File: src/verilog/mipsPkg.sv
package mipsPkg;

	//////////////////////////////
	// Word types
	//////////////////////////////

	// Data or address word
	typedef logic [31:0] word_t;

	// Register number
	typedef logic [4:0] regAddr_t;

	//////////////////////////////
	// Control encodings
	//////////////////////////////

	// ALU operations, one code per distinct function
	typedef enum logic [3:0] {
		opAdd,
		opSub,
		opMul,
		opAnd,
		opOr,
		opNor,
		opXor,
		opSll,
		opSrl,
		opSlt,
		opLui
	} aluOp_t;

	// PC actions
	typedef enum logic [3:0] {
		brNone,
		brEq,
		brNe,
		brGez,
		brGtz,
		brLez,
		brLtz,
		brJump,
		brJumpReg
	} branchKind_t;

	// ALU A operand source
	typedef enum logic [1:0] {
		aReg,
		aPc,
		aShamt
	} aSrc_t;

	// Decoded control for one instruction
	typedef struct packed {
		aluOp_t aluOp;
		aSrc_t aSrc;
		logic useImm;
		logic immZeroExt;
		logic regWrite;
		regAddr_t dest;
		branchKind_t branch;
	} decode_t;

	// Operation and operands into the ALU
	typedef struct packed {
		aluOp_t op;
		word_t a;
		word_t b;
	} aluIn_t;

endpackage
File: src/verilog/mipsExecCore.sv
module mipsExecCore #(
	parameter mipsPkg::word_t resetPc = 32'h0040_0000
) (
	input logic clk,
	input logic rstN,
	input logic valid,
	input mipsPkg::word_t instr,
	output logic wbValid,
	output mipsPkg::regAddr_t wbAddr,
	output mipsPkg::word_t wbData,
	output mipsPkg::word_t pc
);

	import mipsPkg::*;

	decode_t dec;
	aluIn_t aluIn;
	word_t rsVal;
	word_t rtVal;
	word_t immExt;
	word_t aluResult;
	logic aluZero;
	logic wrEn;
	logic cmpZero;

	instrDecoder uDecoder (
		.instr(instr),
		.dec(dec)
	);

	regFile uRegs (
		.clk(clk),
		.rstN(rstN),
		.rdAddrA(instr[25:21]),
		.rdAddrB(instr[20:16]),
		.rdDataA(rsVal),
		.rdDataB(rtVal),
		.wrEn(wrEn),
		.wrAddr(dec.dest),
		.wrData(aluResult)
	);

	//////////////////////////////
	// Operand selection
	//////////////////////////////

	assign immExt = dec.immZeroExt ? {16'h0000, instr[15:0]} : {{16{instr[15]}}, instr[15:0]};

	// Compare-with-zero branches subtract zero from rs
	assign cmpZero = dec.branch inside {brGez, brGtz, brLez, brLtz};

	always_comb begin
		aluIn.op = dec.aluOp;
		case (dec.aSrc)
			aPc:
				aluIn.a = pc;
			aShamt:
				aluIn.a = {27'd0, instr[10:6]};
			default:
				aluIn.a = rsVal;
		endcase
		// jal computes the link as pc + 4
		if (dec.aSrc == aPc)
			aluIn.b = 32'd4;
		else if (cmpZero)
			aluIn.b = '0;
		else if (dec.useImm)
			aluIn.b = immExt;
		else
			aluIn.b = rtVal;
	end

	aluUnit uAlu (
		.in(aluIn),
		.result(aluResult),
		.zero(aluZero)
	);

	pcUnit #(
		.resetPc(resetPc)
	) uPc (
		.clk(clk),
		.rstN(rstN),
		.valid(valid),
		.branch(dec.branch),
		.zero(aluZero),
		.sign(aluResult[31]),
		.rsVal(rsVal),
		.imm16(instr[15:0]),
		.target26(instr[25:0]),
		.pc(pc),
		.pcPlus4()
	);

	//////////////////////////////
	// Writeback
	//////////////////////////////

	assign wrEn = valid && dec.regWrite;

	// One-cycle report of each register write
	always_ff @(posedge clk or negedge rstN) begin
		if (!rstN)
			wbValid <= 1'b0;
		else
			wbValid <= wrEn;
	end

	// Link for jal is the ALU result too
	always_ff @(posedge clk) begin
		if (wrEn) begin
			wbAddr <= dec.dest;
			wbData <= aluResult;
		end
	end

endmodule

File: src/verilog/pcUnit.sv
module pcUnit #(
	parameter mipsPkg::word_t resetPc = 32'h0040_0000
) (
	input logic clk,
	input logic rstN,
	input logic valid,
	input mipsPkg::branchKind_t branch,
	input logic zero,
	input logic sign,
	input mipsPkg::word_t rsVal,
	input logic [15:0] imm16,
	input logic [25:0] target26,
	output mipsPkg::word_t pc,
	output mipsPkg::word_t pcPlus4
);

	import mipsPkg::*;

	logic taken;
	word_t branchPc;
	word_t nextPc;

	assign pcPlus4 = pc + 32'd4;

	// Word offset, sign-extended
	assign branchPc = pcPlus4 + {{14{imm16[15]}}, imm16, 2'b00};

	// Conditions from the rs - rt or rs - 0 result
	always_comb begin
		case (branch)
			brEq:
				taken = zero;
			brNe:
				taken = !zero;
			brGez:
				taken = !sign;
			brGtz:
				taken = !sign && !zero;
			brLez:
				taken = sign || zero;
			brLtz:
				taken = sign;
			default:
				taken = 1'b0;
		endcase
	end

	always_comb begin
		case (branch)
			// Region of the next instruction
			brJump:
				nextPc = {pcPlus4[31:28], target26, 2'b00};
			brJumpReg:
				nextPc = rsVal;
			default:
				nextPc = taken ? branchPc : pcPlus4;
		endcase
	end

	// Advance only on a valid instruction
	always_ff @(posedge clk or negedge rstN) begin
		if (!rstN)
			pc <= resetPc;
		else if (valid)
			pc <= nextPc;
	end

endmodule

File: src/verilog/regFile.sv
module regFile (
	input logic clk,
	input logic rstN,
	input mipsPkg::regAddr_t rdAddrA,
	input mipsPkg::regAddr_t rdAddrB,
	output mipsPkg::word_t rdDataA,
	output mipsPkg::word_t rdDataB,
	input logic wrEn,
	input mipsPkg::regAddr_t wrAddr,
	input mipsPkg::word_t wrData
);

	import mipsPkg::*;

	word_t regs [32];

	// Single write port
	always_ff @(posedge clk or negedge rstN) begin
		if (!rstN) begin
			for (int i = 0; i < 32; i++) begin
				regs[i] <= '0;
			end
		end else if (wrEn && (wrAddr != '0)) begin
			// Register 0 never written, so it stays zero
			regs[wrAddr] <= wrData;
		end
	end

	// Combinational reads
	assign rdDataA = regs[rdAddrA];
	assign rdDataB = regs[rdAddrB];

endmodule

File: src/verilog/instrDecoder.sv
module instrDecoder (
	input mipsPkg::word_t instr,
	output mipsPkg::decode_t dec
);

	import mipsPkg::*;

	// Primary opcodes
	localparam logic [5:0] OpSpecial = 6'h00;
	localparam logic [5:0] OpRegImm = 6'h01;
	localparam logic [5:0] OpJ = 6'h02;
	localparam logic [5:0] OpJal = 6'h03;
	localparam logic [5:0] OpBeq = 6'h04;
	localparam logic [5:0] OpBne = 6'h05;
	localparam logic [5:0] OpBlez = 6'h06;
	localparam logic [5:0] OpBgtz = 6'h07;
	localparam logic [5:0] OpAddi = 6'h08;
	localparam logic [5:0] OpSlti = 6'h0A;
	localparam logic [5:0] OpAndi = 6'h0C;
	localparam logic [5:0] OpOri = 6'h0D;
	localparam logic [5:0] OpXori = 6'h0E;
	localparam logic [5:0] OpLui = 6'h0F;
	localparam logic [5:0] OpSpecial2 = 6'h1C;

	// Function codes
	localparam logic [5:0] FnSll = 6'h00;
	localparam logic [5:0] FnSrl = 6'h02;
	localparam logic [5:0] FnJr = 6'h08;
	localparam logic [5:0] FnAdd = 6'h20;
	localparam logic [5:0] FnSub = 6'h22;
	localparam logic [5:0] FnAnd = 6'h24;
	localparam logic [5:0] FnOr = 6'h25;
	localparam logic [5:0] FnXor = 6'h26;
	localparam logic [5:0] FnNor = 6'h27;
	localparam logic [5:0] FnSlt = 6'h2A;
	// SPECIAL2 mul
	localparam logic [5:0] FnMul = 6'h02;

	logic [5:0] opcode;
	logic [5:0] funct;
	regAddr_t rt;
	regAddr_t rd;

	assign opcode = instr[31:26];
	assign funct = instr[5:0];
	assign rt = instr[20:16];
	assign rd = instr[15:11];

	always_comb begin
		// No-op unless matched below
		dec.aluOp = opAdd;
		dec.aSrc = aReg;
		dec.useImm = 1'b0;
		dec.immZeroExt = 1'b0;
		dec.regWrite = 1'b0;
		dec.dest = rd;
		dec.branch = brNone;

		case (opcode)
			//////////////////////////////
			// R-type, by funct
			//////////////////////////////
			OpSpecial: begin
				dec.regWrite = 1'b1;
				case (funct)
					FnAdd:
						dec.aluOp = opAdd;
					FnSub:
						dec.aluOp = opSub;
					FnAnd:
						dec.aluOp = opAnd;
					FnOr:
						dec.aluOp = opOr;
					FnNor:
						dec.aluOp = opNor;
					FnXor:
						dec.aluOp = opXor;
					FnSlt:
						dec.aluOp = opSlt;
					FnSll: begin
						dec.aluOp = opSll;
						dec.aSrc = aShamt;
					end
					FnSrl: begin
						dec.aluOp = opSrl;
						dec.aSrc = aShamt;
					end
					// jr writes nothing
					FnJr: begin
						dec.regWrite = 1'b0;
						dec.branch = brJumpReg;
					end
					default:
						dec.regWrite = 1'b0;
				endcase
			end
			OpSpecial2: begin
				if (funct == FnMul) begin
					dec.aluOp = opMul;
					dec.regWrite = 1'b1;
				end
			end

			//////////////////////////////
			// Immediate ALU ops, write rt
			//////////////////////////////
			OpAddi, OpSlti, OpAndi, OpOri, OpXori, OpLui: begin
				dec.useImm = 1'b1;
				dec.regWrite = 1'b1;
				dec.dest = rt;
				// Logic ops and lui take the unsigned immediate
				dec.immZeroExt = (opcode inside {OpAndi, OpOri, OpXori, OpLui});
				case (opcode)
					OpSlti:
						dec.aluOp = opSlt;
					OpAndi:
						dec.aluOp = opAnd;
					OpOri:
						dec.aluOp = opOr;
					OpXori:
						dec.aluOp = opXor;
					OpLui:
						dec.aluOp = opLui;
					default:
						dec.aluOp = opAdd;
				endcase
			end

			// Branches, all on the subtraction
			OpBeq: begin
				dec.aluOp = opSub;
				dec.branch = brEq;
			end
			OpBne: begin
				dec.aluOp = opSub;
				dec.branch = brNe;
			end
			OpBlez: begin
				dec.aluOp = opSub;
				dec.branch = brLez;
			end
			OpBgtz: begin
				dec.aluOp = opSub;
				dec.branch = brGtz;
			end
			// rt selects bgez or bltz
			OpRegImm: begin
				dec.aluOp = opSub;
				if (rt == 5'd1)
					dec.branch = brGez;
				else if (rt == 5'd0)
					dec.branch = brLtz;
			end

			// Jumps
			OpJ:
				dec.branch = brJump;
			OpJal: begin
				dec.branch = brJump;
				dec.aSrc = aPc;
				dec.regWrite = 1'b1;
				dec.dest = 5'd31;
			end

			default:
				dec.regWrite = 1'b0;
		endcase
	end

endmodule

File: src/verilog/aluUnit.sv
module aluUnit (
	input mipsPkg::aluIn_t in,
	output mipsPkg::word_t result,
	output logic zero
);

	import mipsPkg::*;

	//////////////////////////////
	// Operation select
	//////////////////////////////

	always_comb begin
		case (in.op)
			// Arithmetic
			opAdd:
				result = in.a + in.b;
			// Also used for all branch compares
			opSub:
				result = in.a - in.b;
			// Low 32 bits of the product
			opMul:
				result = in.a * in.b;

			// Logic
			opAnd:
				result = in.a & in.b;
			opOr:
				result = in.a | in.b;
			opNor:
				result = ~(in.a | in.b);
			opXor:
				result = in.a ^ in.b;

			// Shifts, amount in a, data in b
			opSll:
				result = in.b << in.a[4:0];
			opSrl:
				result = in.b >> in.a[4:0];

			// Signed compare, result 1 or 0
			opSlt:
				result = ($signed(in.a) < $signed(in.b)) ? 32'd1 : 32'd0;

			// Immediate into the upper half
			opLui:
				result = {in.b[15:0], 16'h0000};

			default:
				result = '0;
		endcase
	end

	// Zero flag, one compare for all ops
	assign zero = (result == '0);

endmodule

File: config.mk
export PLATFORM = sky130hd
export DESIGN_NAME = mipsExecCore
export DESIGN_NICKNAME = d
export VERILOG_FILES = /design/src/verilog/mipsPkg.sv /design/src/verilog/mipsExecCore.sv /design/src/verilog/pcUnit.sv /design/src/verilog/regFile.sv /design/src/verilog/instrDecoder.sv /design/src/verilog/aluUnit.sv
export SDC_FILE = /design/constraint.sdc
export NUM_CORES = 2
export LEC_CHECK = 0
export ABC_AREA = 1
export ABC_CLOCK_PERIOD_IN_PS = 9400
export BUFFER_PORTS_ARGS = -buffer_cell sky130_fd_sc_hd__buf_2
export CAP_MARGIN = 10
export CORE_UTILIZATION = 25
export CTS_CLUSTER_SIZE = 16
export DETAILED_ROUTE_END_ITERATION = 10
export PLACE_DENSITY = 0.49
export SYNTH_ARGS = -nofsm -noshare
export SYNTH_HDL_FRONTEND = slang
export SYNTH_SLANG_ARGS = --single-unit
File: constraint.sdc
create_clock -name clk -period 9.4 [get_ports clk]
set_input_delay 1.88 -clock clk [delete_from_list [all_inputs] [get_ports clk]]
set_output_delay 1.88 -clock clk [all_outputs]
set_load 0.005 [all_outputs]
==> results.md <==
- Outcome: finished with violations
- Failing checks: design-rule violations, negative setup slack
- GP Congestion: 1.06
- Slew HR: around 18%
- WL per Instance: 24.5 um
- Overall routing resource usage: 26.2%
- First-pass DRT Iterations: 9
- Final setup violation count: 724
- Maximum clock rate: slightly below 90 MHz
- #FFs+latches synth: approximately 1100
- Unrepaired setup endpoints after global routing: true
- Core footprint: 356000 sq um
- Synth top cells by count: 4102 x nand2_1, 1573 x inv_1, 1436 x nand3_1, 1420 x o21ai_0, 1056 x dfrtp_1
- Die area: about 360000 sq um
- Final Non-Filler Cells: approximately 20000
- Ys flop type: dfrtp_1
- Vias in the first global route: 92900
- Drt drc: 4
- Area share of the largest cell type after synthesis: 29.5%
- Die width: 600 um
- Largest stage delay, worst path: approximately 0.55 ns
- Mapped Avg Cell Area: 6.70 sq um
- Clk buf depth: 4
- Overflow left after global routing: 0
- Min Clock Period, post-route: 11.20 ns
- Final ANT Viol Nets: 0
- Final design utilization: 32.9%
- Synth area leaders: dfrtp_1 30%, nand2_1 17%, fa_1 9.2%
- Area Growth Syn to Fin: 30.8%
- Cts hold-fix bufs: 0
- Final hold viol count: 0
- Final #Nets: ~15000
- Largest area contributor in the netlist: dfrtp_1
- Final setup margin: -1.80 ns
- Cell area after synthesis: roughly 89000 sq um
- Post-synth EDFFs: 37
- Slew Limit Fails: 0
- Post-DP HPWL: 352000 um
- Kind of critical path: input pin to flop
- Synth warnings: 0
- Worst Setup End Kind: flop
- Die Span Y: 600 um
- Setup Skew: 0.0729 ns
- Core Rows: 219
- Worst Path Max Fanout: 35
- Leak pwr: 57.2 nW
- CTS buffer count: approximately 150
- CP arrival: approximately 12 ns
- H-Tree Depth: 4
- Starting Density: 25.1%
- Sequential area share after synthesis: 30.8%
- CTS tree: done
- Mapped Cells: 13400
- Clock-pin slew on the worst setup and hold paths: 0.05 ns
- Largest net degree at the start of global routing: 159
- Max cap viols: 0
- First-pass GRT wire length: ~690000 um
- Asr flop ratio synth: a little over nine tenths
- Cells after DPL: 19300
- Ratio of cells with drive above 1 in the final layout: 19.4%
- Worst-Skew Late Latency: 0.89 ns
- Mapped Nets: 14100
- Wirelength, routed: between 400000 and 500000 um
- Crit start category: input pin
- Vias: 97400
- PortBufs: approximately 100
- Req. time, crit path: 10.15 ns
- Most common cell on crit path: fa_1
- VDD IR max: about 2.1 mV
- Initial antenna violation count: 20
- Cell variety after synth: 65
- DR iter-0 viols: 11200
- Drt via density: a little under 5
- Sink Count: 1094
- Count leader, synth: nand2_1
- Post-Place Worst Slack: -3.07 ns
- HP Class: flop to flop
- P per Cell Area: 536 nW/um^2
- Root buf cell: clkbuf_16
- Final worst path period share: 119%
- Io pins: approximately 110
- CP max stage cell: fa_1
- Worst slew pin tran: between 1 and 1.5 ns
## worst paths after layout
| check | from | to | slack [ns] | depth (start not counted) |
|---|---|---|---|---|
| worst max-delay path | instr[16] | uPc.pc[9] | -1.80 | 52 |
| worst min-delay path | uRegs.regs[1005] | uRegs.regs[1005] | 0.37 | 0 |
| worst max register to register | uRegs.regs[194] | uPc.pc[9] | -0.70 | 52 |
| worst min register to register | uRegs.regs[1005] | uRegs.regs[1005] | 0.37 | 0 |
| max in group asynchronous | rstN | uRegs.regs[803] | 6.28 | 3 |
| min in group asynchronous | rstN | uRegs.regs[468] | 1.01 | 1 |
## cell usage in the layout (no fill, tap or decap), types with 58 or more instances in the layout
| cell | Yosys | layout |
|---|---|---|
| a21oi_1 | 491 | 452 |
| buf_2 | 303 | 86 |
| fa_1 | 411 | 391 |
| o211ai_1 | 82 | 82 |
| buf_12 | 0 | 189 |
| o21ai_0 | 1420 | 1178 |
| nand3_1 | 1436 | 1383 |
| inv_2 | 38 | 65 |
| nand2_2 | 23 | 65 |
| buf_4 | 37 | 1791 |
| nor2_2 | 20 | 58 |
| ha_1 | 251 | 226 |
| nand2_1 | 4102 | 4045 |
| clkbuf_16 | 0 | 155 |
| o21ai_1 | 30 | 254 |
| nor2_1 | 1019 | 946 |
| dfrtp_1 | 1056 | 1056 |
| nand4_1 | 75 | 75 |
| inv_1 | 1573 | 1522 |
## kinds of logic after synthesis
kind of cell,count (synthesis),synth area share [%]
buffers and inverters,2532,11.3
adder cells (fa/ha/maj),662,12.7
AND/OR/NAND/NOR,6828,31.5
flip-flops,1094,30.8
AO/OA/AOI/OAI,2156,12.7
XOR/XNOR,87,0.886
## where the power goes
group | total [mW] | internal, mW | leakage [nW] | switching, mW
registers | 5.54 | 5.24 | 12.8 | 0.308
logic | 51.4 | 23.9 | 42.1 | 27.5
clock network | 5.72 | 3.29 | 2.30 | 2.43
## registers in the layout, summed over array words and instances (netlist names)
signal and count:
wbData 32, uRegs.regs 1024, wbValid 1, uPc.pc 32, wbAddr 5
## metal layers
layer | part of all wire (%) | vias up | GRT usage [%] | wire [um]
li1 | - | 45100 | - | -
met1 | 42 | 47000 | 34.7 | 201000
met2 | 44 | 4346 | 41.4 | 213000
met3 | 7.8 | 910 | 3.80 | 37300
met4 | 6.2 | 0 | 13.5 | 29700
met5 | 0 | - | 0 | 0
## timing repair
action | CTS | global route
setup buffers | 76 | 8
gates cloned | 11 | 2
setup endpoints to repair | 765 | 801
resized for setup | 354 | 97
pin swaps | 112 | 72
## stage by stage
stage	cell area, sq um	TNS [ns]	hold slack (ns)	power, mW
floorplan	90700	-291.53	0.429	31.2
global placement	110000	-1318.17	0.367	50.0
detailed placement	110000	-1332.17	0.366	49.9
CTS	117000	-317.75	0.377	60.5
global route	117000	-563.79	0.381	66.9
finish	117000	-359.21	0.373	62.7
## cell type report
class,count,area [sq um]
Clock buffer,219,4350
Timing Repair Buffer,2148,18900
Multi-Input combinational cell,9733,53500
Clock inverter,29,360
Antenna cell,9,22.5
Sequential cell,1094,27600
Tap cell,4751,5940
Inverter,1631,6260
Fill cell,38500,239000
## worst max-delay path: cells and delay by family
kind / cells / cell delay (ns)
buf+inv: 13 / 1.52
compound gates: 5 / 0.77
fa+ha+maj: 10 / 4.40
simple gates: 24 / 3.22
No activity file was read; power rests on OpenSTA's default activity.
